==> config.mk <==
export PLATFORM = sky130hd
export DESIGN_NAME = sms_reset_ctrl
export DESIGN_NICKNAME = d
export VERILOG_FILES = /design/src/sms_pkg.sv /design/src/sms_reset_ctrl.sv
export SDC_FILE = /design/constraint.sdc
export NUM_CORES = 1
export LEC_CHECK = 0
export BUFFER_PORTS_ARGS = -buffer_cell sky130_fd_sc_hd__buf_4
export CELL_PAD_IN_SITES_DETAIL_PLACEMENT = 1
export CELL_PAD_IN_SITES_GLOBAL_PLACEMENT = 2
export CORE_MARGIN = 5
export CORE_UTILIZATION = 33
export DETAILED_ROUTE_END_ITERATION = 10
export PLACE_DENSITY = 0.81
export SLEW_MARGIN = 20
export SYNTH_ARGS = -nofsm -noshare
export SYNTH_HDL_FRONTEND = slang
export SYNTH_SLANG_ARGS = --single-unit
==> constraint.sdc <==
create_clock -name clk_sys -period 2.35 [get_ports clk_sys]
set_input_delay 0.47 -clock clk_sys [delete_from_list [all_inputs] [get_ports clk_sys]]
set_output_delay 0.47 -clock clk_sys [all_outputs]
set_load 0.02 [all_outputs]
==> src/sms_pkg.sv <==
// cartridge handling shared definitions
// widths, counts, payload types and handshake structs of the console top level
package sms_pkg;

    // ============================================================
    // sizes and counts
    // ============================================================
    localparam int ROM_AW        = 22;
    localparam int HDR_BYTES     = 512;
    localparam int CE_PERIOD     = 30;
    localparam int RESET_HOLD_CE = 64;
    localparam int BK_SECTORS    = 16;
    localparam int SECTOR_AW     = 9;
    localparam int BK_AW         = 13;

    // phase counter and hold counter widths
    localparam int CE_CW   = $clog2(CE_PERIOD);
    localparam int HOLD_CW = $clog2(RESET_HOLD_CE + 1);

    // ============================================================
    // plain vector types
    // ============================================================
    typedef logic [ROM_AW-1:0] rom_addr_t;
    typedef logic [7:0]        byte_t;
    typedef logic [BK_AW-1:0]  bk_addr_t;
    typedef logic [31:0]       lba_t;

    // clock enables, one bit each
    typedef struct packed {
        logic cpu_p;
        logic cpu_n;
        logic vdp;
        logic pix;
        logic sp;
    } ce_t;

    // toggle write request towards ROM memory
    typedef struct packed {
        logic      req;
        rom_addr_t addr;
        byte_t     data;
    } rom_wr_t;

    // sector request to the SD side
    typedef struct packed {
        logic rd;
        logic wr;
        lba_t lba;
    } sd_req_t;

    // core access into backup RAM
    typedef struct packed {
        bk_addr_t addr;
        logic     we;
        byte_t    wdata;
    } nvram_port_t;

    // backup sequencer states
    typedef enum logic {
        BK_IDLE,
        BK_XFER
    } bk_state_e;

endpackage

==> src/sms_reset_ctrl.sv <==
// console reset controller
// merges reset sources and keeps reset asserted for a number of cpu enables
// after power up or a download
`timescale 1ns/1ps

module sms_reset_ctrl import sms_pkg::*; (
    input  logic clk_sys,
    input  logic arst_n_i,
    input  logic ce_cpu_i,
    input  logic user_reset_i,
    input  logic dl_active_i,
    input  logic bk_reset_i,
    output logic core_reset_o
);

    logic [HOLD_CW-1:0] hold_q;
    logic               hold_busy;
    logic               reset_q;

    assign hold_busy = (hold_q != '0);

    // hold counter
    // loaded from reset on, so power up also gets the hold
    always_ff @(posedge clk_sys or negedge arst_n_i) begin
        if (!arst_n_i) begin
            hold_q <= HOLD_CW'(RESET_HOLD_CE);
        end else if (dl_active_i) begin
            hold_q <= HOLD_CW'(RESET_HOLD_CE);
        end else if (ce_cpu_i && hold_busy) begin
            // counts in cpu cycles, not clk_sys
            hold_q <= hold_q - 1'b1;
        end
    end

    // registered reset to the core
    always_ff @(posedge clk_sys or negedge arst_n_i) begin
        if (!arst_n_i) begin
            reset_q <= 1'b1;
        end else begin
            reset_q <= user_reset_i | dl_active_i | bk_reset_i | hold_busy;
        end
    end

    assign core_reset_o = reset_q;

endmodule

==> impl_metrics.csv <==
group,metric,value,unit
drt,detail_route.vias_per_cell,5.32,
setup_path,setup.worst_path.end_class,"flip-flop",
sta,period_minus_slack,1720,ps
floorplanning,design.core.area,0.00127,mm2
drt,wire_per_inst,14.1,um
logic_synthesis,number_of_library_cell_types_mapped_by_synthesis,23,
power_and_ir_drop,net-switching-power,0.119,mW
sta,hold-worst-slack,20.7,ps
cells_and_area,postLayoutCoreUtil,0.410,
floorplanning,num_rows,13,
logic_synthesis,syn-instance-count,45,
sta,slew_limit_fails,0,
run_status,result_of_the_run,"finished clean",
logic_synthesis,synth_ff_type,"dfrtp_1",
global_route,largest_net_degree_at_the_start_of_global_routing,10,
setup_path,cp_data_required_time,2490,ps
cts,clock_sink_count,8,
setup_path,cp-start-kind,"flip-flop",
sta,fin_ws,625,ps
placement,place.detailed.instances,65,
setup_path,crit_arrival,1860,ps
sta,max_slew.worst_pin.slew,321,ps
sta,report.final.hold_viol_count,0,
drt,route.antenna.remaining_nets,0,
logic_synthesis,ys_top_cells_by_area,"dfrtp_1, dfstp_2, a21oi_1",
setup_path,critPathKind,"flip-flop to flip-flop",
global_route,first_global_vias,386,
sta,setup_total_negative_slack,0,ps
logic_synthesis,synth-warning-count,0,
drt,postRouteWirelength,973,um
floorplanning,die_w,46.3,um
sta,max_slew_margin,0.784,
sta,report.final.setup_viol,0,
global_route,initial_antenna_violation_count,0,
logic_synthesis,synth_largest_area_cell,"dfrtp_1",
placement,place_area,494,um2
logic_synthesis,mappedNetlistNets,52,
sta,grt_setup_unrepaired,"false",
floorplanning,fp.dieH,46.3,um
setup_path,critical-path-top-delay-family,"simple AND/OR/NAND/NOR gates",
cts,cts_tree,"done",
power_and_ir_drop,sequentialPowerShare,0.448,
global_route,grt.total_usage,0.117,
cts,clockRootBuffer,"clkbuf_4",
sta,fmax,580,MHz
cells_and_area,drive_above_1_share,0.333,
setup_path,critical-path-slowest-cell,"or3_1",
placement,place.port_buffers,6,
global_route,global_route_congestion_overflow_total,0,
logic_synthesis,syn_area,434,um2
logic_synthesis,synth_most_common_cell,"dfrtp_1",
logic_synthesis,avg_cell_area_syn,9.65,um2
logic_synthesis,synth_common_cells,"dfrtp_1, a21oi_1, inv_1",
drt,routed-via-count,367,
setup_path,crit_chain,"or3_1 > o31ai_1 > mux2_2",
floorplanning,dieArea,0.00214,mm2
setup_path,timing.critical_path.fanout_max,4,
setup_path,cp.buffers_inverters,0,
cts,later_pin_clock_latency_in_the_skew_report,250,ps
drt,detail_route.first_pass.iterations,2,
cts,postCtsResizedCells,0,
placement,dpl.hpwl,785,um
cells_and_area,final_nets,62,
logic_synthesis,asyncSetResetFlopFracSynth,1.00,
logic_synthesis,yosys_register_bits,8,
cells_and_area,finish.instance_area,520,um2
setup_path,critical_path.max_stage_delay,470,ps
floorplanning,initial_core_util,0.342,
cts,worst_setup_hold_path_clk_slew,60,ps
power_and_ir_drop,power.density,746,mW/mm2
logic_synthesis,synth.yosys.seq_area_share,0.467,
placement,placement.setup.worst_slack,610,ps
power_and_ir_drop,power.switching_fraction,0.306,
logic_synthesis,post-synth-top-area-fraction,0.346,
run,max_cap_violations,0,
power_and_ir_drop,p_total,0.388,mW
cells_and_area,post_layout_nonfiller_instances,69,
cts,cts_setup_buffers,0,
drt,initialDrtViolationCount,1,
setup_path,r2r_slack,630,ps
power_and_ir_drop,power_leakage,0.233,nW
cells_and_area,antenna_cells,0,
cells_and_area,syn_to_final_growth,19.9,%
sta,final_min_period_over_clock_period,0.734,
placement,globalplace.congestion,0.718,
power_and_ir_drop,share_comb_of_total_power,0.256,
power_and_ir_drop,vdd.ir_drop.worst,0.329,mV
power_and_ir_drop,p_clk_frac,0.296,
cts,number_of_buffers_created_by_cts,3,
logic_synthesis,synth-edff-count,0,
cts,ctsHoldBuffers,0,
cts,cts-root-to-sink-buffers,2,
sta,fin_worst_skew,1.77,ps
power_and_ir_drop,cellInternalPower,0.269,mW
cts,cts-htree-levels,1,
drt,drc,0,
floorplanning,top_level_ports,7,
worst_hold_path,hold_class,"input pin to asynchronous set/reset pin",
global_route,grt_pass1_wl,1.66,mm
[cells in the final DEF, fill, tap and decap left out, drive strengths merged]
cell type  Yosys  routed
mux2           1       1
nand2          4       4
or3            1       1
o31ai          1       1
nor2           2       2
a21o           1       1
o21ai          2       2
o2111ai        1       1
o311a          1       1
dfrtp          6       6
ha             1       1
or4b           2       2
nor3           3       3
dfstp          2       2
or2            2       2
nand2b         1       1
buf            0       6
a311o          1       1
and3b          1       1
clkbuf         1       4
a21oi          5       5
inv            5       5
a211oi         1       1
[power by group through the flow]
stage	Combinational, mW	Clock [mW]	Sequential (mW)
2_1_floorplan	0.0734	0	0.171
3_3_place_gp	0.0945	0	0.174
3_5_place_dp	0.101	0	0.177
4_1_cts	0.101	0.119	0.174
5_1_grt	0.112	0.126	0.176
6_report	0.0994	0.115	0.174
[worst register-to-register path, cell delays in order (launching register included)]
cell     delay, ps
dfrtp_1        410
or3_1          470
o31ai_1        360
mux2_2         370
[worst paths after layout]
path                                  startpoint                endpoint  depth (start not counted)
min in group clk_sys                  bk_reset_i  core_reset_o$_DFF_PN1_                          3
hold / removal                          arst_n_i   hold_q[5]$_DFFE_PN0P_                          1
max in group asynchronous               arst_n_i  core_reset_o$_DFF_PN1_                          1
setup / recovery           hold_q[4]$_DFFE_PN0P_   hold_q[0]$_DFFE_PN0P_                          3
hold reg to reg            hold_q[1]$_DFFE_PN0P_   hold_q[1]$_DFFE_PN0P_                          2
setup reg to reg           hold_q[4]$_DFFE_PN0P_   hold_q[0]$_DFFE_PN0P_                          3
[layout make-up]
type                    instances  area, um2
clock buffers                   4       26.3
fillers                       152        748
inverters                       5       18.8
multi-input cells              31        209
flip-flops and latches          8        203
well taps                      15       18.8
repair buffers                  6       45.0
[cell families after synthesis]
logic type      synth area share
compound gates             0.205
fa+ha+maj                 0.0288
buf+inv                   0.0519
flops                      0.467
mux                       0.0259
simple gates               0.222
[registers in the layout, indices dropped and copies added, names as in the netlist]
| register | flops |
|---|---|
| hold_q | 7 |
| core_reset_o | 1 |
[metal layers]
metal  up-vias  wire length (um)  global-route usage
met2         6               471               0.187
met3         4                34              0.0469
met1       176               446               0.130
met5         -                 0                   0
met4         0                21              0.0682
li1        181                 -                   -
Note: power is estimated with default switching activity, not from simulation.
