<file path="src/sms_pkg.sv">
// cartridge handling shared definitions
// widths, counts, payload types and handshake structs of the console top level
package sms_pkg;

    // ============================================================
    // sizes and counts
    // ============================================================
    localparam int ROM_AW        = 22;
    localparam int HDR_BYTES     = 512;
    localparam int CE_PERIOD     = 30;
    localparam int RESET_HOLD_CE = 64;
    localparam int BK_SECTORS    = 16;
    localparam int SECTOR_AW     = 9;
    localparam int BK_AW         = 13;

    // phase counter and hold counter widths
    localparam int CE_CW   = $clog2(CE_PERIOD);
    localparam int HOLD_CW = $clog2(RESET_HOLD_CE + 1);

    // ============================================================
    // plain vector types
    // ============================================================
    typedef logic [ROM_AW-1:0] rom_addr_t;
    typedef logic [7:0]        byte_t;
    typedef logic [BK_AW-1:0]  bk_addr_t;
    typedef logic [31:0]       lba_t;

    // clock enables, one bit each
    typedef struct packed {
        logic cpu_p;
        logic cpu_n;
        logic vdp;
        logic pix;
        logic sp;
    } ce_t;

    // toggle write request towards ROM memory
    typedef struct packed {
        logic      req;
        rom_addr_t addr;
        byte_t     data;
    } rom_wr_t;

    // sector request to the SD side
    typedef struct packed {
        logic rd;
        logic wr;
        lba_t lba;
    } sd_req_t;

    // core access into backup RAM
    typedef struct packed {
        bk_addr_t addr;
        logic     we;
        byte_t    wdata;
    } nvram_port_t;

    // backup sequencer states
    typedef enum logic {
        BK_IDLE,
        BK_XFER
    } bk_state_e;

endpackage

</file>
<file path="src/sms_rom_loader.sv">
// ROM download loader
// forwards host bytes to memory with a toggle handshake, builds the mirror mask
// and strips a 512 byte copier header from core reads
`timescale 1ns/1ps

module sms_rom_loader import sms_pkg::*; (
    input  logic      clk_sys,
    input  logic      arst_n_i,
    // host download stream
    input  logic      dl_active_i,
    input  logic      dl_wr_i,
    input  rom_addr_t dl_addr_i,
    input  byte_t     dl_data_i,
    output logic      dl_wait_o,
    // memory write port
    output rom_wr_t   rom_wr_o,
    input  logic      rom_wr_ack_i,
    // core read path
    input  rom_addr_t core_rom_addr_i,
    output rom_addr_t rom_rd_addr_o
);

    logic      dl_q;
    logic      dl_start;
    logic      req_q;
    logic      wait_q;
    logic      hdr_q;
    rom_addr_t mask_q;
    rom_addr_t mask_next;
    rom_addr_t addr_q;
    byte_t     data_q;

    // ============================================================
    // download side
    // ============================================================
    assign dl_start = dl_active_i && !dl_q;

    // new download starts from an empty mask
    // every written address widens it
    always_comb begin
        mask_next = dl_start ? '0 : mask_q;
        if (dl_wr_i) begin
            mask_next = mask_next | dl_addr_i;
        end
    end

    always_ff @(posedge clk_sys or negedge arst_n_i) begin
        if (!arst_n_i) begin
            dl_q   <= 1'b0;
            req_q  <= 1'b0;
            wait_q <= 1'b0;
            hdr_q  <= 1'b0;
            mask_q <= '0;
        end else begin
            dl_q   <= dl_active_i;
            mask_q <= mask_next;
            if (dl_wr_i) begin
                // flip request, stall host until memory catches up
                req_q  <= !req_q;
                wait_q <= 1'b1;
                // header present when image ends on a 512 byte boundary
                hdr_q  <= (dl_addr_i[9:0] == 10'h1FF);
            end else if (wait_q && (req_q == rom_wr_ack_i)) begin
                wait_q <= 1'b0;
            end
        end
    end

    // payload of the pending write
    always_ff @(posedge clk_sys) begin
        if (dl_wr_i) begin
            addr_q <= dl_addr_i;
            data_q <= dl_data_i;
        end
    end

    assign dl_wait_o = wait_q;
    assign rom_wr_o  = '{req: req_q, addr: addr_q, data: data_q};

    // ============================================================
    // read side
    // ============================================================
    // small carts mirror across the space, header offset skipped
    assign rom_rd_addr_o = (core_rom_addr_i & mask_q)
                         + (hdr_q ? rom_addr_t'(HDR_BYTES) : rom_addr_t'(0));

    // host must hold off while a byte is still in flight
    a_no_strobe_in_wait: assert property (@(posedge clk_sys) disable iff (!arst_n_i)
        dl_wr_i |-> !dl_wait_o);

endmodule

</file>
<file path="config.mk">
export PLATFORM = sky130hd
export DESIGN_NAME = sms_rom_loader
export DESIGN_NICKNAME = d
export VERILOG_FILES = /design/src/sms_pkg.sv /design/src/sms_rom_loader.sv
export SDC_FILE = /design/constraint.sdc
export NUM_CORES = 1
export LEC_CHECK = 0
export BUFFER_PORTS_ARGS = -buffer_cell sky130_fd_sc_hd__buf_4
export CAP_MARGIN = 20
export CORE_MARGIN = 2
export CORE_UTILIZATION = 45
export CTS_CLUSTER_DIAMETER = 120
export CTS_CLUSTER_SIZE = 28
export DETAILED_ROUTE_END_ITERATION = 12
export PLACE_DENSITY = 0.81
export SLEW_MARGIN = 30
export SYNTH_ARGS = -nofsm -noshare
export SYNTH_HDL_FRONTEND = slang
export SYNTH_SLANG_ARGS = --single-unit
export TNS_END_PERCENT = 5
</file>
<file path="constraint.sdc">
create_clock -name clk_sys -period 2.3 [get_ports clk_sys]
set_input_delay 0.115 -clock clk_sys [delete_from_list [all_inputs] [get_ports clk_sys]]
set_output_delay 0.115 -clock clk_sys [all_outputs]
set_load 0.05 [all_outputs]
</file>
==> flow_metrics.tcl <==
set metrics [dict create \
    syn_nets 209 \
    cts_sinks 56 \
    setup-tns-final_ps 0 \
    post_cts_resized 0 \
    synth-edff-count 30 \
    drc 0 \
    cts-root-buf "clkbuf_8" \
    total_power_w 0.00252 \
    worst_path_most_repeated_cell "nand3_1" \
    antenna_found_initial 0 \
    yosysTopAreaCell "edfxtp_1" \
    dieHeight_um 74.2 \
    worstSetupPathType "reg -> out" \
    port_buffers 110 \
    synth_common_cells "30 x edfxtp_1, 26 x dfrtp_1, 22 x a22o_1" \
    htree_levels 2 \
    skew_ps 10.3 \
    r2r_slack_ps 1020 \
    vias 1797 \
    crit_fanout 4 \
    utilization 0.746 \
    ys_seq_area_frac 0.700 \
    seqCellArea_um2 1550 \
    yosysMostFrequentCell "edfxtp_1" \
    whs_endpoint "dl_wait_o" \
    p_switching_w 0.000858 \
    antenna_cells 0 \
    n_fill_cell 319 \
    grt_max_degree 57 \
    wire_per_inst_um 16.1 \
    core_area_um2 4720 \
    worst_setup_path_start_kind "flip-flop" \
    final_antenna_net_count 0 \
    via_per_inst 4.96 \
    gp_congestion 0.750 \
    track_usage 0.206 \
    critPathMaxStageDelay_ps 350 \
    synth-seq-cells 56 \
    crit_slowest_cell "dfrtp_1" \
    fmax_ghz 0.492 \
    finalCritPeriodShare 0.884 \
    endpoint_kind "output port" \
    yosysTopAreaCellShare 0.407 \
    slew_headroom 0.578 \
    multi_input_area_um2 632 \
    hold-path-cell-count 3 \
    status "finished clean" \
    io_pins 111 \
    die_x_um 74.2 \
    synth.avg_cell_area_um2 14.8 \
    final-setup-viol-count 0 \
    drt_first_pass_iters 4 \
    grt_pass1_wl_um 8350 \
    clk_pin_slew_ps 100 \
    path_delay_family "simple AND/OR/NAND/NOR gates" \
    syn_inst 150 \
    finalCriticalPeriod_ps 2030 \
    synthDistinctLibCells 25 \
    worstPathRequired_ps 2180 \
    start_util 0.469 \
    first_global_vias 1705 \
    share_comb_of_total_power 0.299 \
    cts_tree "yes" \
    arrival_ps 1920 \
    hold_class "in -> reg" \
    hold_violations 0 \
    p_int_w 0.00166 \
    r2r_cells 3 \
    p_sw_frac 0.341 \
    crit_buf_inv 1 \
    grt-ovfl-total 0 \
    synth_area_leaders "edfxtp_1 41%, dfrtp_1 29%, a22o_1 8.7%, xor2_1 3.6%, and2_1 2.8%" \
    maxCapViolations 0 \
    p_per_area_nw_per_um2 714 \
    cts_buffers 5 \
    ys.flop_type "edfxtp_1" \
    ys_warn_count 0 \
    area_growth_pct 59.1 \
    drive_above_1_share 0.417 \
    worst_pin_slew_ps 633 \
    cts_max_path_buffers 2 \
    r2r_start "dl_q" \
    ir_drop_mv 0.451 \
    fin_nets 353 \
    cp_cell_sequence "and2_1 > ha_1 > nand3_1 > nor2_1 > nand3_1 > xor2_1 > buf_4" \
    async_reset_ff_frac 0.464 \
    row_count 25 \
    rr_endpoint "mask_q[18]" \
    min-delay-start "rom_wr_ack_i" \
    syn-cell-area_um2 2220 \
    p_seq_frac 0.487 \
    dieArea_um2 5500 \
    p_clk_frac 0.215 \
    dpl.hpwl_um 3760 \
    drtIter0Drc 77 \
    leakage_nw 1.56 \
    clock_latency_ps 310 \
    rsz0062_at_grt "false" \
    drv_slew 0 \
    wl_um 5840 \
]
final cells by class:
cell class | instances | area share
clock buffers | 5 | 0.0195
flip-flops and latches | 56 | 0.440
well taps | 67 | 0.0238
clock inverters | 3 | 0.00674
inverters | 1 | 0.00106
repair buffers | 143 | 0.329
multi-input cells | 87 | 0.179
flip-flops by register name, indices dropped and copies added (netlist names):
| register | cells |
|---|---|
| addr_q | 22 |
| mask_q | 22 |
| data_q | 8 |
| dl_q | 1 |
| dl_wait_o | 1 |
| hdr_q | 1 |
| req_q | 1 |
per-layer routing:
| layer | vias up | global-route usage | part of all wire |
|---|---|---|---|
| li1 | 838 | - | - |
| met1 | 868 | 0.260 | 0.40 |
| met2 | 78 | 0.350 | 0.51 |
| met3 | 13 | 0.0393 | 0.063 |
| met4 | 0 | 0.0869 | 0.023 |
| met5 | - | 0 | 0 |
kinds of logic after synthesis:
family | share of synthesized area
and+or+nand+nor | 0.126
DFF | 0.700
xor gates and xnor gates | 0.0553
adders and majority gates | 0.0113
buffers and inverters | 0.0147
AOI/OAI and AO/OA | 0.0926
power by group through the flow:
stage               Sequential (W)  Clock (W)  Combinational [W]
floorplan                  0.00140          0           0.000282
global placement           0.00124          0           0.000691
detailed placement         0.00124          0           0.000701
CTS                        0.00122   0.000557           0.000747
global route               0.00124   0.000587           0.000784
finish                     0.00122   0.000540           0.000751
how the worst max path moves through the flow:
stage               from                 to  slack, ps  depth (start not counted)
2_1_floorplan  mask_q[9]  rom_rd_addr_o[18]        360                          6
3_3_place_gp   mask_q[9]  rom_rd_addr_o[18]        690                          7
3_5_place_dp   mask_q[9]  rom_rd_addr_o[20]        640                          7
4_1_cts        mask_q[9]  rom_rd_addr_o[20]        290                          7
5_1_grt        mask_q[9]  rom_rd_addr_o[20]        120                          7
6_report       mask_q[9]  rom_rd_addr_o[21]        270                          7
tightest hold or removal path: cells and delay by family:
kind | cells | cell delay, ps
buf+inv | 1 | 80
compound gates | 1 | 160
xor+xnor | 1 | 60
what timing repair did:
action                    4_1_cts  5_1_grt
hold endpoints to repair       57        0
hold buffers                   32        0
setup buffers                   0        0
metrics by stage:
stage / setup slack, ps / std cells / instance area, um2 / hold slack, ps
floorplan: 361 / 150 / 2220 / -181
global placement: 690 / 321 / 3100 / 52.3
detailed placement: 641 / 321 / 3100 / 57.1
CTS: 288 / 361 / 3510 / 132
global route: 123 / 362 / 3520 / 131
finish: 267 / 362 / 3520 / 138
cells in the final DEF (no fill, tap or decap), types with 5 or more instances in the layout:
cell type,n
buf_4,110
dlygate4sd3_1,32
edfxtp_1,30
dfrtp_1,26
a22o_1,22
nand2_1,14
and2_1,10
xor2_1,9
nor2_1,5
xnor2_1,5
clkbuf_8,5
(Power assumes the default switching activity.)
