**config.mk**
```make
export PLATFORM = sky130hd
export DESIGN_NAME = sms_clock_enables
export DESIGN_NICKNAME = d
export VERILOG_FILES = /design/src/sms_pkg.sv /design/src/sms_clock_enables.sv
export SDC_FILE = /design/constraint.sdc
export NUM_CORES = 1
export LEC_CHECK = 0
export BUFFER_PORTS_ARGS = -buffer_cell sky130_fd_sc_hd__clkbuf_2
export CORE_AREA = 4 4 41 43
export CTS_BUF_LIST = sky130_fd_sc_hd__clkbuf_16
export CTS_CLUSTER_SIZE = 40
export DETAILED_ROUTE_END_ITERATION = 8
export DIE_AREA = 0 0 45 47
export SLEW_MARGIN = 10
export SYNTH_ARGS = -nofsm -noshare
export SYNTH_HDL_FRONTEND = slang
export SYNTH_SLANG_ARGS = --single-unit
```
**constraint.sdc**
```tcl
create_clock -name clk_sys -period 3.2 [get_ports clk_sys]
set_input_delay 0.16 -clock clk_sys [delete_from_list [all_inputs] [get_ports clk_sys]]
set_output_delay 0.16 -clock clk_sys [all_outputs]
set_load 0.01 [all_outputs]
```
**src/sms_pkg.sv**
```systemverilog
// cartridge handling shared definitions
// widths, counts, payload types and handshake structs of the console top level
package sms_pkg;

    // ============================================================
    // sizes and counts
    // ============================================================
    localparam int ROM_AW        = 22;
    localparam int HDR_BYTES     = 512;
    localparam int CE_PERIOD     = 30;
    localparam int RESET_HOLD_CE = 64;
    localparam int BK_SECTORS    = 16;
    localparam int SECTOR_AW     = 9;
    localparam int BK_AW         = 13;

    // phase counter and hold counter widths
    localparam int CE_CW   = $clog2(CE_PERIOD);
    localparam int HOLD_CW = $clog2(RESET_HOLD_CE + 1);

    // ============================================================
    // plain vector types
    // ============================================================
    typedef logic [ROM_AW-1:0] rom_addr_t;
    typedef logic [7:0]        byte_t;
    typedef logic [BK_AW-1:0]  bk_addr_t;
    typedef logic [31:0]       lba_t;

    // clock enables, one bit each
    typedef struct packed {
        logic cpu_p;
        logic cpu_n;
        logic vdp;
        logic pix;
        logic sp;
    } ce_t;

    // toggle write request towards ROM memory
    typedef struct packed {
        logic      req;
        rom_addr_t addr;
        byte_t     data;
    } rom_wr_t;

    // sector request to the SD side
    typedef struct packed {
        logic rd;
        logic wr;
        lba_t lba;
    } sd_req_t;

    // core access into backup RAM
    typedef struct packed {
        bk_addr_t addr;
        logic     we;
        byte_t    wdata;
    } nvram_port_t;

    // backup sequencer states
    typedef enum logic {
        BK_IDLE,
        BK_XFER
    } bk_state_e;

endpackage

```
**src/sms_clock_enables.sv**
```systemverilog
// clock enable generator
// one 30 clock phase cycle gives the cpu, vdp, pixel and sprite enables
`timescale 1ns/1ps

module sms_clock_enables import sms_pkg::*; (
    input  logic clk_sys,
    input  logic arst_n_i,
    output ce_t  ce_o
);

    logic [CE_CW-1:0] phase_q;
    ce_t              ce_q;
    ce_t              ce_next;

    // decode of the current phase
    always_comb begin
        ce_next    = '0;
        // div 2
        ce_next.sp = phase_q[0];
        case (phase_q)
            2, 17: begin
                ce_next.cpu_n = 1'b1;
            end
            4, 14: begin
                ce_next.vdp = 1'b1;
            end
            9, 24: begin
                // cpu rising phase, pixel only on 9
                ce_next.cpu_p = 1'b1;
                ce_next.vdp   = 1'b1;
                ce_next.pix   = (phase_q == 9);
            end
            19, 29: begin
                ce_next.vdp = 1'b1;
                ce_next.pix = 1'b1;
            end
            default: begin
                ce_next.vdp = 1'b0;
            end
        endcase
    end

    // phase counter, wraps at end of period
    always_ff @(posedge clk_sys or negedge arst_n_i) begin
        if (!arst_n_i) begin
            phase_q <= '0;
            ce_q    <= '0;
        end else begin
            ce_q <= ce_next;
            if (phase_q == CE_CW'(CE_PERIOD - 1)) begin
                phase_q <= '0;
            end else begin
                phase_q <= phase_q + 1'b1;
            end
        end
    end

    assign ce_o = ce_q;

    // both cpu phases in one cycle would clock the Z80 twice
    a_cpu_phases: assert property (@(posedge clk_sys) disable iff (!arst_n_i)
        !(ce_o.cpu_p && ce_o.cpu_n));

endmodule

```
==> metrics.txt, run 1 <==
#FFs+latches synth=10; Post-Syn Nets=54; top cells by area, synth=dfrtp_1, ha_1, mux2i_1, mux2_2, o21ai_0; worst endpoint required time=3.31 ns; Min-Delay Path Class=in2async; n_diodes=0; Clock Tree Buf Depth=2; fin cells=69; Critical Path Fanout Max=9; Post-DP HPWL=587 um; area leader, netlist=dfrtp_1; RSZ-0062 raised after global routing=no; postcts setup bufs=0; Yosys cell types=20; Arr. time, crit path=1.60 ns; vias in the first global route=359; CTS tree=yes; Placed Cells incl. Taps=65; Max Clock Freq=674.0 MHz; most instantiated cells after synthesis=dfrtp_1, ha_1, mux2i_1, o21ai_0; clock slew at reported path FFs=0.04 ns; final setup fails=0; Seq pwr share=36.9%; clock network power share=62.0%; # IOs=7; Nets=62; synth-to-layout area growth=20.33%; average size of a mapped cell=11.03 um2; crit path max-delay cell type=dfrtp_1; pin count of the biggest net entering global routing=13; layout cells sized above 1=20.37%; initial antenna violation count=0; clock net sink count=10; CP Capture Type=flop; Crit path max-delay family=flip-flops; crit-path most repeated cell=mux2i_1; Main synth FF type=dfrtp_1; top-area cell type share of the netlist area=47.28%; Synth Cell Area=529.3 um2; final hold slack=0.3361 ns; synth warn=0; drt total wl=927 um; maxcap violations=0; final-report max-slew violation count=0; Worst Path Buf+Inv=1; Switching Power=0.05467 mW; GR Overflow Total=0; Die Y=47 um; Final Skew=0.001848 ns; Leakage=0.3305 nW; Final Cycle Share=46.36%; PnR Total Power=0.3445 mW; die area=0.002115 mm2; ys async rst share=100.0%; Total GRT Usage=11.70%; Setup TNS Final=0 ns; Max-Slew Margin vs Limit=74.73%; htree depth=1; drt first pass iters=4; CORE AREA=0.001301 mm2; Design Area, Final=636.9 um2; vias after detailed routing=369; GPL Wtd Cong=0.7453; worst path cell trace=inv_1, ha_1, mux2i_1, mux2i_1, a221o_1; status=complete, no violations; clk_lat worst skew=0.23 ns; Initial Utilization=40.67%; slowest stage delay, CP=0.38 ns; Cell Pwr Density=540.9 mW/mm2; FF-to-FF setup slack=1.72 ns; instance count of the mapped netlist=48; Crit Path Class=reg2reg; DP Area=551.8 um2; post-layout min period=1.484 ns; most frequent cell after synthesis=dfrtp_1; DRC viols=0; first-pass GRT wire length=1614 um; CTS Buf Count=3; Worst VDD drop=0.0004166 V; Via density=5.348; Least-Margin Pin Slew=0.3790 ns; routed len/inst=13.43 um; clock root buffer=clkbuf_16; Int Power=0.2898 mW; Comb power frac=1.1%; Die X=45 um; critical path launch point type=flop; num rows=13; sequential element share of the synthesized area=47.28%; switching share of power=15.87%; Post-synth EDFFs=0; Final Hold Fails=0; initial DRC count=5; DRT antenna net count=0; Port Buffers=6
-- power groups by stage --
stage / registers [mW] / clock network [mW] / logic (mW)
4_1_cts: 0.127 / 0.221 / 0.00403
2_1_floorplan: 0.129 / 0 / 0.000000154
5_1_grt: 0.127 / 0.229 / 0.00444
3_5_place_dp: 0.129 / 0 / 0.00308
6_report: 0.127 / 0.214 / 0.00377
3_3_place_gp: 0.129 / 0 / 0.00305
-- cell type report --
type	instances	area, um2
Timing Repair Buffer	7	40.04
Multi-Input combinational cell	31	241.5
Inverter	3	11.26
Tap cell	15	18.77
Fill cell	129	664.4
Clock buffer	3	75.07
Sequential cell	10	250.2
-- layout by cell type (no fill, tap or decap), drive strengths merged --
master        n
nand4         1
a22oi         1
o21ai         4
o41ai         1
nand2         2
a221o         1
dlygate4sd3   1
clkbuf        9
and3          2
nor3          2
nor3b         1
nand2b        2
dfrtp        10
ha            4
mux2i         4
and2          2
mux2          2
a31oi         1
inv           3
o211ai        1
-- cell families after synthesis --
group	share of synthesized area, %
fa+ha+maj	9.457
simple gates	13.00
mux	11.82
compound gates	11.35
buf+inv	7.091
flops	47.28
-- state kept, by name, indices dropped and copies added, names as in the netlist --
register and count:
ce_o 5, phase_q 5
-- worst reg2reg max path: cells and delay by family (launching register included) --
family          cells  cell delay [ns]
flops               1             0.38
fa+ha+maj           1             0.31
compound gates      1             0.31
mux                 2             0.27
buf+inv             1             0.09
-- path summary, 6_finish.rpt --
kind / start / depth (start not counted) / endpoint
worst max register to register: phase_q[1]$_DFF_PN0_ / 5 / ce_o[2]$_DFF_PN0_
min in group clk_sys: phase_q[0]$_DFF_PN0_ / 0 / ce_o[0]$_DFF_PN0_
worst min register to register: phase_q[0]$_DFF_PN0_ / 0 / ce_o[0]$_DFF_PN0_
max in group asynchronous: arst_n_i / 2 / ce_o[0]$_DFF_PN0_
worst max-delay path: phase_q[1]$_DFF_PN0_ / 5 / ce_o[2]$_DFF_PN0_
worst min-delay path: arst_n_i / 2 / ce_o[3]$_DFF_PN0_
-- metrics by stage --
| stage | worst slack (ns) | util [%] |
|---|---|---|
| global route | 1.624 | 48.94 |
| detailed placement | 1.755 | 42.40 |
| CTS | 1.716 | 48.94 |
| global placement | 1.785 | 42.40 |
| finish | 1.716 | 48.94 |
| floorplan | 1.832 | - |
-- what timing repair did --
action / CTS / global route
endpoints found under the hold margin: 10 / 0
hold buffers: 1 / 0
resized for setup: 0 / 0
endpoints found under the setup margin: 0 / 0
-- per-layer routing --
layer	vias to the layer above	routed length, um	global-route usage (%)
li1	184	-	-
met1	178	426	12.09
met2	5	449	17.51
met3	2	38	6.130
met4	0	12	9.942
met5	-	0	0
No activity file was read; power rests on OpenSTA's default activity.
==> run 2, diff against run 1 <==
- clock period: 3.2 -> 1.4 ns (I/O delays scaled with it)
==> metrics.txt, run 2 (same netlist as run 1, synthesis figures left out) <==
DRC viols=0 (unchanged); Worst VDD drop=0.0008590 V (+110%); Initial Utilization=40.67% (unchanged); Post-DP HPWL=625.8 um (+6.6%); PnR Total Power=0.7953 mW (+130%); clock root buffer=clkbuf_16; Final Cycle Share=96.59% (+50 points); # IOs=7 (unchanged); synth-to-layout area growth=29.08%; GR Overflow Total=0 (unchanged); Clock Tree Buf Depth=2 (unchanged); htree depth=1 (unchanged); Crit Path Class=reg2reg; Max Clock Freq=739.5 MHz (+9.7%); initial antenna violation count=0 (unchanged); Final Skew=0.003008 ns (+0.001160 ns); vias after detailed routing=385 (+4.3%); worst endpoint required time=1.52 ns (-1.79 ns); Critical Path Fanout Max=4 (-5); Leakage=0.3395 nW (+2.7%); Nets=66 (+6.5%); Least-Margin Pin Slew=0.3737 ns (-0.005314 ns); pin count of the biggest net entering global routing=13 (unchanged); CTS Buf Count=3 (unchanged); clock slew at reported path FFs=0.04 ns (about the same); commonest non-fill, non-tap cell in the layout=dfrtp_1; die area=0.002115 mm2 (unchanged); RSZ-0062 raised after global routing=no; CP Capture Type=flop; most frequent cells in the layout=dfrtp_1, clkbuf_2, o21ai_0, mux2i_1, buf_4; Via density=5.274 (-1.4%); drt total wl=985 um (+6.3%); Max-Slew Margin vs Limit=75.09% (+0.35 points); Min-Delay Path Class=in2async; CORE AREA=0.001301 mm2 (unchanged); layout cells sized above 1=34.48% (+14 points); first-pass GRT wire length=1580 um (-2.1%); Die X=45 um (unchanged); DRT antenna net count=0 (unchanged); maxcap violations=0 (unchanged); drt first pass iters=3 (-1); Cell Pwr Density=1164 mW/mm2 (+120%); num rows=13 (unchanged); final-report max-slew violation count=0 (unchanged); Crit path max-delay family=flip-flops; crit path max-delay cell type=dfrtp_2; status=complete, no violations; Design Area, Final=683.2 um2 (+7.3%); GPL Wtd Cong=0.7591 (+1.9%); DP Area=566.8 um2 (+2.7%); Arr. time, crit path=1.47 ns (-0.13 ns); Die Y=47 um (unchanged); clock net sink count=10 (unchanged); routed len/inst=13.49 um (+0.43%); slowest stage delay, CP=0.44 ns (+0.06 ns); worst path cell trace=buf_4, ha_1, nor3b_1, a221o_1; Worst Path Buf+Inv=1 (unchanged); Total GRT Usage=11.61% (-0.089 points); Port Buffers=6 (unchanged); initial DRC count=3 (-2); final setup fails=0 (unchanged); critical path launch point type=flop; vias in the first global route=368 (+2.5%); CTS tree=yes; n_diodes=0 (unchanged); Final Hold Fails=0 (unchanged); clk_lat worst skew=0.24 ns (about the same); post-layout min period=1.352 ns (-0.1314 ns)
==> run 2: area by class of cell <==
| type | instances | area (um2) |
|---|---|---|
| multi-input combinational | 31 | 256.5 |
| fill | 130 | 618.1 |
| timing repair buffer | 11 | 70.07 |
| clock buffer | 3 | 75.07 |
| inverter | 3 | 11.26 |
| tap | 15 | 18.77 |
| sequential | 10 | 251.5 |
==> run 2: path summary, 6_finish.rpt <==
path                                       from              endpoint  slack, ns  cells past startpoint
max in group asynchronous              arst_n_i  phase_q[0]$_DFF_PN0_       0.93                      2
setup / recovery           phase_q[0]$_DFF_PN0_     ce_o[2]$_DFF_PN0_       0.05                      4
min in group clk_sys       phase_q[0]$_DFF_PN0_     ce_o[0]$_DFF_PN0_       0.57                      1
hold reg to reg            phase_q[0]$_DFF_PN0_     ce_o[0]$_DFF_PN0_       0.57                      1
setup reg to reg           phase_q[0]$_DFF_PN0_     ce_o[2]$_DFF_PN0_       0.05                      4
hold / removal                         arst_n_i     ce_o[4]$_DFF_PN0_       0.24                      2
==> run 2: worst register-to-register path, delay by kind of cell (launching register included) <==
| kind | cells | cell delay (ns) |
|---|---|---|
| AOI/OAI and AO/OA | 1 | 0.33 |
| adders and majority gates | 1 | 0.18 |
| buffers and inverters | 1 | 0.15 |
| and+or+nand+nor | 1 | 0.15 |
| DFF | 1 | 0.44 |
==> run 2: power by group <==
part / switching (mW) / internal (mW)
logic: 0.00592 / 0.00280
registers: 0 / 0.290
clock network: 0.126 / 0.370
total: 0.132 / 0.663
==> run 2: metrics by stage <==
step                hold WS (ns)  utilization [%]  worst slack, ns  instances  setup TNS, ns
floorplan                -0.2256                -          0.03181         48              0
global placement        -0.05005            43.56          0.01139         67              0
detailed placement      -0.04598            43.56         -0.06641         67       -0.06641
CTS                       0.2447            51.63          0.01120         73              0
global route              0.2675            52.50         0.001089         73              0
finish                    0.2385            52.50          0.04773         73              0
==> run 2: timing repair <==
action,in CTS,in global routing
hold buffers,1,0
setup buffers,2,0
hold endpoints to repair,10,0
pin swaps,0,1
gates resized for setup,2,4
endpoints found under the setup margin,1,2
==> run 2: layer usage <==
metal / wire length (um) / global-route usage (%) / up-vias / share of wire (%)
met2: 463 / 17.80 / 8 / 47
met4: 31 / 10.53 / 0 / 3.1
met5: 0 / 0 / - / 0
li1: - / - / 188 / -
met1: 425 / 11.60 / 186 / 43
met3: 64 / 5.747 / 3 / 6.5
