==> src/sms_pkg.sv <==
// cartridge handling shared definitions
// widths, counts, payload types and handshake structs of the console top level
package sms_pkg;

    // ============================================================
    // sizes and counts
    // ============================================================
    localparam int ROM_AW        = 22;
    localparam int HDR_BYTES     = 512;
    localparam int CE_PERIOD     = 30;
    localparam int RESET_HOLD_CE = 64;
    localparam int BK_SECTORS    = 16;
    localparam int SECTOR_AW     = 9;
    localparam int BK_AW         = 13;

    // phase counter and hold counter widths
    localparam int CE_CW   = $clog2(CE_PERIOD);
    localparam int HOLD_CW = $clog2(RESET_HOLD_CE + 1);

    // ============================================================
    // plain vector types
    // ============================================================
    typedef logic [ROM_AW-1:0] rom_addr_t;
    typedef logic [7:0]        byte_t;
    typedef logic [BK_AW-1:0]  bk_addr_t;
    typedef logic [31:0]       lba_t;

    // clock enables, one bit each
    typedef struct packed {
        logic cpu_p;
        logic cpu_n;
        logic vdp;
        logic pix;
        logic sp;
    } ce_t;

    // toggle write request towards ROM memory
    typedef struct packed {
        logic      req;
        rom_addr_t addr;
        byte_t     data;
    } rom_wr_t;

    // sector request to the SD side
    typedef struct packed {
        logic rd;
        logic wr;
        lba_t lba;
    } sd_req_t;

    // core access into backup RAM
    typedef struct packed {
        bk_addr_t addr;
        logic     we;
        byte_t    wdata;
    } nvram_port_t;

    // backup sequencer states
    typedef enum logic {
        BK_IDLE,
        BK_XFER
    } bk_state_e;

endpackage

==> src/sms_backup_seq.sv <==
// battery backup sequencer
// moves the 8 KiB backup RAM to or from the SD image as 16 sectors of 512 bytes
`timescale 1ns/1ps

module sms_backup_seq import sms_pkg::*; (
    input  logic    clk_sys,
    input  logic    arst_n_i,
    input  logic    dl_active_i,
    // image control
    input  logic    img_mounted_i,
    input  lba_t    img_size_i,
    input  logic    save_i,
    // sector requests
    output sd_req_t sd_o,
    input  logic    sd_ack_i,
    // pulse after a completed load
    output logic    bk_reset_o
);

    bk_state_e state_q;
    sd_req_t   sd_q;
    logic      dl_q;
    logic      mounted_q;
    logic      save_q;
    logic      load_q;
    logic      ack_q;
    logic      bk_ena_q;
    logic      bk_load_q;
    logic      bk_reset_q;

    // edge detects
    logic dl_rise;
    logic mount_rise;
    logic save_rise;
    logic load_rise;
    logic ack_rise;
    logic ack_fall;
    logic last_sector;

    assign dl_rise     = dl_active_i && !dl_q;
    assign mount_rise  = img_mounted_i && !mounted_q;
    assign save_rise   = save_i && !save_q;
    assign load_rise   = bk_load_q && !load_q;
    assign ack_rise    = sd_ack_i && !ack_q;
    assign ack_fall    = !sd_ack_i && ack_q;
    assign last_sector = (sd_q.lba == lba_t'(BK_SECTORS - 1));

    always_ff @(posedge clk_sys or negedge arst_n_i) begin
        if (!arst_n_i) begin
            state_q    <= BK_IDLE;
            sd_q       <= '0;
            dl_q       <= 1'b0;
            mounted_q  <= 1'b0;
            save_q     <= 1'b0;
            load_q     <= 1'b0;
            ack_q      <= 1'b0;
            bk_ena_q   <= 1'b0;
            bk_load_q  <= 1'b0;
            bk_reset_q <= 1'b0;
        end else begin
            dl_q       <= dl_active_i;
            mounted_q  <= img_mounted_i;
            save_q     <= save_i;
            load_q     <= bk_load_q;
            ack_q      <= sd_ack_i;
            bk_reset_q <= 1'b0;

            // new cartridge invalidates the mounted save
            if (dl_rise) begin
                bk_ena_q <= 1'b0;
            end
            // empty image means nothing to load
            if (mount_rise && (img_size_i != '0)) begin
                bk_ena_q  <= 1'b1;
                bk_load_q <= 1'b1;
            end

            // request accepted
            if (ack_rise) begin
                sd_q.rd <= 1'b0;
                sd_q.wr <= 1'b0;
            end

            case (state_q)
                BK_IDLE: begin
                    if (bk_ena_q && (load_rise || save_rise)) begin
                        state_q  <= BK_XFER;
                        sd_q.lba <= '0;
                        sd_q.rd  <= bk_load_q;
                        sd_q.wr  <= !bk_load_q;
                    end
                end
                BK_XFER: begin
                    // sector done on ack fall
                    if (ack_fall) begin
                        if (last_sector) begin
                            // restart core so it sees loaded RAM
                            bk_reset_q <= bk_load_q;
                            bk_load_q  <= 1'b0;
                            state_q    <= BK_IDLE;
                        end else begin
                            sd_q.lba <= sd_q.lba + 1'b1;
                            sd_q.rd  <= bk_load_q;
                            sd_q.wr  <= !bk_load_q;
                        end
                    end
                end
                default: begin
                    state_q <= BK_IDLE;
                end
            endcase
        end
    end

    assign sd_o       = sd_q;
    assign bk_reset_o = bk_reset_q;

    // one direction per transfer
    a_rd_wr_excl: assert property (@(posedge clk_sys) disable iff (!arst_n_i)
        !(sd_o.rd && sd_o.wr));

endmodule

==> config.mk <==
export PLATFORM = sky130hd
export DESIGN_NAME = sms_backup_seq
export DESIGN_NICKNAME = d
export VERILOG_FILES = /design/src/sms_pkg.sv /design/src/sms_backup_seq.sv
export SDC_FILE = /design/constraint.sdc
export NUM_CORES = 1
export LEC_CHECK = 0
export BUFFER_PORTS_ARGS = -buffer_cell sky130_fd_sc_hd__buf_4
export CAP_MARGIN = 20
export CORE_MARGIN = 2
export CORE_UTILIZATION = 23
export CTS_CLUSTER_DIAMETER = 200
export CTS_CLUSTER_SIZE = 10
export DETAILED_ROUTE_END_ITERATION = 8
export GPL_ROUTABILITY_DRIVEN = 0
export PLACE_DENSITY_LB_ADDON = 0.05
export SKIP_LAST_GASP = 1
export SLEW_MARGIN = 20
export SYNTH_ARGS = -nofsm -noshare
export SYNTH_HDL_FRONTEND = slang
export SYNTH_SLANG_ARGS = --single-unit
==> constraint.sdc <==
create_clock -name clk_sys -period 4.4 [get_ports clk_sys]
set_input_delay 0.88 -clock clk_sys [delete_from_list [all_inputs] [get_ports clk_sys]]
set_output_delay 0.88 -clock clk_sys [all_outputs]
set_load 0.02 [all_outputs]
==> results of run 1 <==
## path summary, 6_finish.rpt
| path | slack, ps | endpoint | cells past startpoint |
|---|---|---|---|
| min | 420 | load_q | 0 |
| max in group asynchronous | 3410 | sd_o[21] | 1 |
| max reg2reg | 2050 | sd_o[14] | 7 |
| min in group asynchronous | 580 | sd_o[3] | 1 |
| min reg2reg | 420 | load_q | 0 |
| max | 2050 | sd_o[14] | 7 |
## layer usage
layer  vias to the layer above  track usage
li1                       1061            -
met1                       997        0.170
met2                        52        0.206
met3                         8       0.0318
met4                         0       0.0405
met5                         -            0
## kinds of logic after synthesis
logic type,Yosys count,synth area share
AOI/OAI and AO/OA,42,0.119
xor gates and xnor gates,11,0.0414
adders and majority gates,1,0.00538
buffers and inverters,20,0.0398
DFF,43,0.463
muxes,3,0.0129
and+or+nand+nor,122,0.319
## flip-flops by register name, indices dropped and copies added, names as in the netlist
signal / cells
dl_q: 1
state_q: 1
bk_load_q: 1
bk_reset_o: 1
bk_ena_q: 1
mounted_q: 1
sd_o: 34
save_q: 1
load_q: 1
ack_q: 1
## worst max-delay path, cell delays in order, from the launching register on
cell and delay (ps):
dfrtp_1 450, ha_1 250, and3_1 230, nand4_1 270
o21ai_4 650, buf_4 250, o211ai_1 90, nand2_1 90
## power by group through the flow
| stage | combinational [mW] | sequential [mW] | clock [mW] |
|---|---|---|---|
| after global routing | 0.164 | 0.457 | 0.315 |
| after global placement | 0.149 | 0.461 | 0 |
| after CTS | 0.149 | 0.452 | 0.297 |
| final | 0.146 | 0.452 | 0.281 |
| after floorplan | 0.0545 | 0.474 | 0 |
| after detailed placement | 0.149 | 0.459 | 0 |
## cell type report
class	count	area share
multi-input combinational	179	0.376
sequential	43	0.347
timing repair buffer	73	0.177
tap	133	0.0536
clock buffer	8	0.0323
inverter	12	0.0145
## per-stage QoR
step / instance area [um^2] / total power, mW
floorplan: 2320 / 0.529
global placement: 3000 / 0.610
detailed placement: 3000 / 0.608
CTS: 3100 / 0.898
global route: 3100 / 0.935
finish: 3100 / 0.879
## synth_stat cells (2+ instances only)
master	instances	area share
o21ai_0	8	0.017
buf_2	2	0.0043
xor2_1	7	0.026
inv_1	12	0.019
a21oi_1	9	0.019
nand3_1	15	0.032
nand4_1	12	0.032
nor2_1	18	0.029
o211ai_1	7	0.023
dfrtp_1	43	0.46
nor3_1	2	0.0043
o31ai_1	8	0.026
or4_1	8	0.026
and3_1	5	0.013
nand3b_1	4	0.013
nor4_1	16	0.043
o311ai_0	5	0.019
or3_1	6	0.016
clkbuf_1	3	0.0048
xnor2_1	4	0.015
mux2i_1	3	0.013
and4_2	2	0.0086
nand2_1	19	0.031
nand2b_1	2	0.0054
==> out/metrics.cfg, run 1 <==
[routing]
wirelength_mm = 6.72
antenna_left = 0
vias_per_cell = 4.73
drt_iter0_markers = 43
wl_met2_mm = 3.06
drt-met1-wl_mm = 3.26
wl_per_cell_um = 15.0
via_count = 2118
drt_pass1_iterations = 4
wl_met3_um = 292
drc = 0
top_layer = met4

[final_layout]
postLayoutCoreUtil = 0.317
regArea_um2 = 1080
multi_input_area_um2 = 1170
drive_above_1_share = 0.292
nNetsFinal = 353
diodes = 0
n_fill_cell = 1054
layout_commonest_cell = buf_4
final_cells = 448
mostFrequentLayoutCells = buf_4 (73), dfrtp_1 (43), nand2_1 (19)
synthToLayoutAreaGrowth_pct = 33.5

[worst_setup_path]
critPathCaptureType = flip-flop
cp.required_ps = 4640
start_kind = flip-flop
path_max_fanout = 30
arrival_ps = 2590
startpoint = sd_o[0]
rr_startpoint = sd_o[0]
worstSetupPathType = flip-flop to flip-flop

[global_route]
gr-total-overflow = 0
grt_max_degree = 44
grt_antenna_before_repair = 0
grt_use_total = 0.129
grt_pass1_wl_mm = 11.2
grt_pass1_vias = 2126

[worst_hold_path]
min_path_type = flip-flop to flip-flop
min_from = bk_load_q

[timing]
finalCriticalPeriod_ps = 2350
fin_tns_setup_ps = 0
tightestPinTransition_ps = 675
fmax_mhz = 425
setup_viol = 0
rsz0062_at_grt = false
fin_worst_skew_ps = 8.75
fin_crit_sh = 0.534
slew_viol_final = 0
fin_ws_ps = 2050
holdWs_ps = 416
hold_viol_final = 0
slew_headroom = 0.548

[yosys]
synth_flop_cell = dfrtp_1
postSynthCellCount = 242
synth_edf_count = 0
syn_area_per_cell_um2 = 9.61
ys_types = 46
syn_area_um2 = 2320
synth_fp_nets = 281
ys_seq_area_frac = 0.463
ys_ff_latch = 43
ys_warn_count = 0
async_reset_ff_frac = 1.00

[clocking]
cts_tree = done
cts_inserted_buffers = 5
cts.sink_count = 43
cts-root-buf = clkbuf_8
cts_resized = 0
h-tree-depth = 2
clock_latency_ps = 300
clkTransAtPathRegs_ps = 80
post_cts_buffers = 0
cts_buffer_depth = 2
cts_hold_buf = 0

[floorplan]
die_w_um = 105
num_rows = 36
die_y_um = 105
ios = 73
dieArea_um2 = 10900
fp.coreArea_um2 = 9770
start_util = 0.238

[pwr]
ir_worst_vdd_mv = 0.112
p_sw_frac = 0.284
p_sw_mw = 0.249
cellPowerDensity_nw_per_um2 = 283
power_frac_comb = 0.167
leakagePower_nw = 1.36
p_int_mw = 0.629
p_clk_frac = 0.320
seq_power_share = 0.514

[placed_design]
io_buffer_count = 72
hpwl_mm = 4.95
placed_cells = 440
pre_cts_ws_ps = 1800

[outcome]
status = finished clean

[run]
maxCapViolations = 0

No activity file was read; power rests on OpenSTA's default activity.
==> run 2: changes to the inputs <==
- clock period: 4.4 -> 2 ns (I/O delays scaled with it)
==> run 2 against run 1 <==
  * Final cell count increased by 9.8%
  * Core utilization increased by 3.3 points
  * Clock power rose by 100%
  * Critical path type unchanged
  * Power grew 120%
  * Sequential power is 110% higher
  * Clock-buffer cell count fell by 3
  * Largest cell class unchanged
==> out/metrics.cfg, run 2 (synthesized netlist as in run 1, its figures left out) <==
[final_layout]
postLayoutCoreUtil = 0.350
n_fill_cell = 1034
largest_register_ffs = 34
drive_above_1_share = 0.396
diodes = 0
synthToLayoutAreaGrowth_pct = 47.4
layout_commonest_cell = buf_4
final_cells = 492
nNetsFinal = 397
mostFrequentLayoutCells = buf_4 (117), dfrtp_1 (40), nand2_1 (19)

[clocking]
cts-root-buf = clkbuf_8
cts_buffer_depth = 2
clock_latency_ps = 300
cts_inserted_buffers = 5
clkTransAtPathRegs_ps = 90
cts.sink_count = 43
cts_hold_buf = 0
h-tree-depth = 2
cts_tree = done

[placed_design]
io_buffer_count = 72
hpwl_mm = 5.62
pre_cts_ws_ps = 65.2
placed_cells = 483

[global_route]
gr-total-overflow = 0
grt_antenna_before_repair = 0
grt_use_total = 0.135
grt_pass1_vias = 2297
grt_max_degree = 44
grt_pass1_wl_mm = 11.8

[worst_setup_path]
critPathCaptureType = flip-flop
worstSetupPathType = flip-flop to flip-flop
path_max_fanout = 14
arrival_ps = 2100
rr_startpoint = sd_o[0]
cpMaxStageDelayCell = or4_1
cp_top_family = simple AND/OR/NAND/NOR gates
crit_buf_inv = 1
crit_chain = ha_1, and3_1, nand4_1, o21ai_2, buf_4, or4_1, o311ai_0
startpoint = sd_o[0]
cpPeakStageDelay_ps = 520
cp.required_ps = 2170
start_kind = flip-flop

[pwr]
cellPowerDensity_nw_per_um2 = 573
ir_worst_vdd_mv = 0.256
leakagePower_nw = 1.57

[floorplan]
start_util = 0.238
die_y_um = 105
die_w_um = 105
ios = 73
dieArea_um2 = 10900
num_rows = 36
fp.coreArea_um2 = 9770

[timing]
slew_headroom = 0.609
fin_crit_sh = 0.963
fin_worst_skew_ps = 12.8
fin_tns_setup_ps = 0
hold_viol_final = 0
rsz0062_at_grt = true
fmax_mhz = 519
fin_ws_ps = 73.6
tightestPinTransition_ps = 586
setup_viol = 0
finalCriticalPeriod_ps = 1930
slew_viol_final = 0

[routing]
drt_iter0_markers = 58
via_count = 2353
drc = 0
antenna_left = 0
drt_pass1_iterations = 6
vias_per_cell = 4.78
wirelength_mm = 7.33
wl_per_cell_um = 14.9

[run]
maxCapViolations = 0

[outcome]
status = finished clean

[worst_hold_path]
min_path_type = input port to asynchronous set/reset pin

[run 2: cell types whose count changed in the layout (fill, tap and decap cells not counted)]
cell	delta
clkbuf_1	-1
o21ai_4	-1
dfrtp_2	+3
buf_4	+44
clkbuf_8	-2
nor4_2	+2
o21ai_2	+1
nor4_1	-2
clkinv_2	+3
dfrtp_1	-3
[run 2: cell type report]
type | count | area, um^2 | area share
Multi-Input combinational cell | 179 | 1170 | 0.342
Clock buffer | 5 | 68.8 | 0.0201
Timing Repair Buffer | 117 | 878 | 0.256
Clock inverter | 3 | 15.0 | 0.00438
Sequential cell | 43 | 1080 | 0.315
Tap cell | 133 | 166 | 0.0486
Inverter | 12 | 45.0 | 0.0131
[run 2: worst register-to-register path: stages (launching register included)]
cell and delay, ps:
dfrtp_1 390, ha_1 200, and3_1 190, nand4_1 120, o21ai_2 80, buf_4 180, or4_1 520, o311ai_0 120
[run 2: layer usage]
metal  share of wire  global-route usage
met1            0.45               0.183
met2            0.49               0.221
met3           0.047              0.0287
met4          0.0070              0.0319
met5               0                   0
[run 2: timing repair]
item	CTS	global route
buffers inserted	0	1
endpoints found under the hold margin	0	0
gates resized for setup	0	5
endpoints found under the setup margin	0	19
[run 2: path summary, 6_finish.rpt]
kind,to,slack [ps],depth (start not counted)
max,sd_o[11],70,7
min,sd_o[5],100,1
max reg2reg,sd_o[11],70,7
min reg2reg,load_q,400,0
max in group asynchronous,sd_o[6],1490,1
min in group clk_sys,mounted_q,220,1
[run 2: per-stage QoR]
stage | cell area [um^2] | total power [mW] | hold WS (ps)
floorplan | 2330 | 1.16 | 104
global placement | 3320 | 1.42 | 391
detailed placement | 3320 | 1.42 | 387
CTS | 3400 | 1.99 | 127
global route | 3430 | 2.08 | 141
finish | 3430 | 1.96 | 95.7
[run 2: power by group]
part / internal (mW) / switching, mW / leakage (nW) / total [mW]
Clock: 0.240 / 0.325 / 0.0477 / 0.565
Sequential: 0.919 / 0.0512 / 0.562 / 0.970
Combinational: 0.210 / 0.216 / 0.965 / 0.427
Total: 1.37 / 0.593 / 1.57 / 1.96
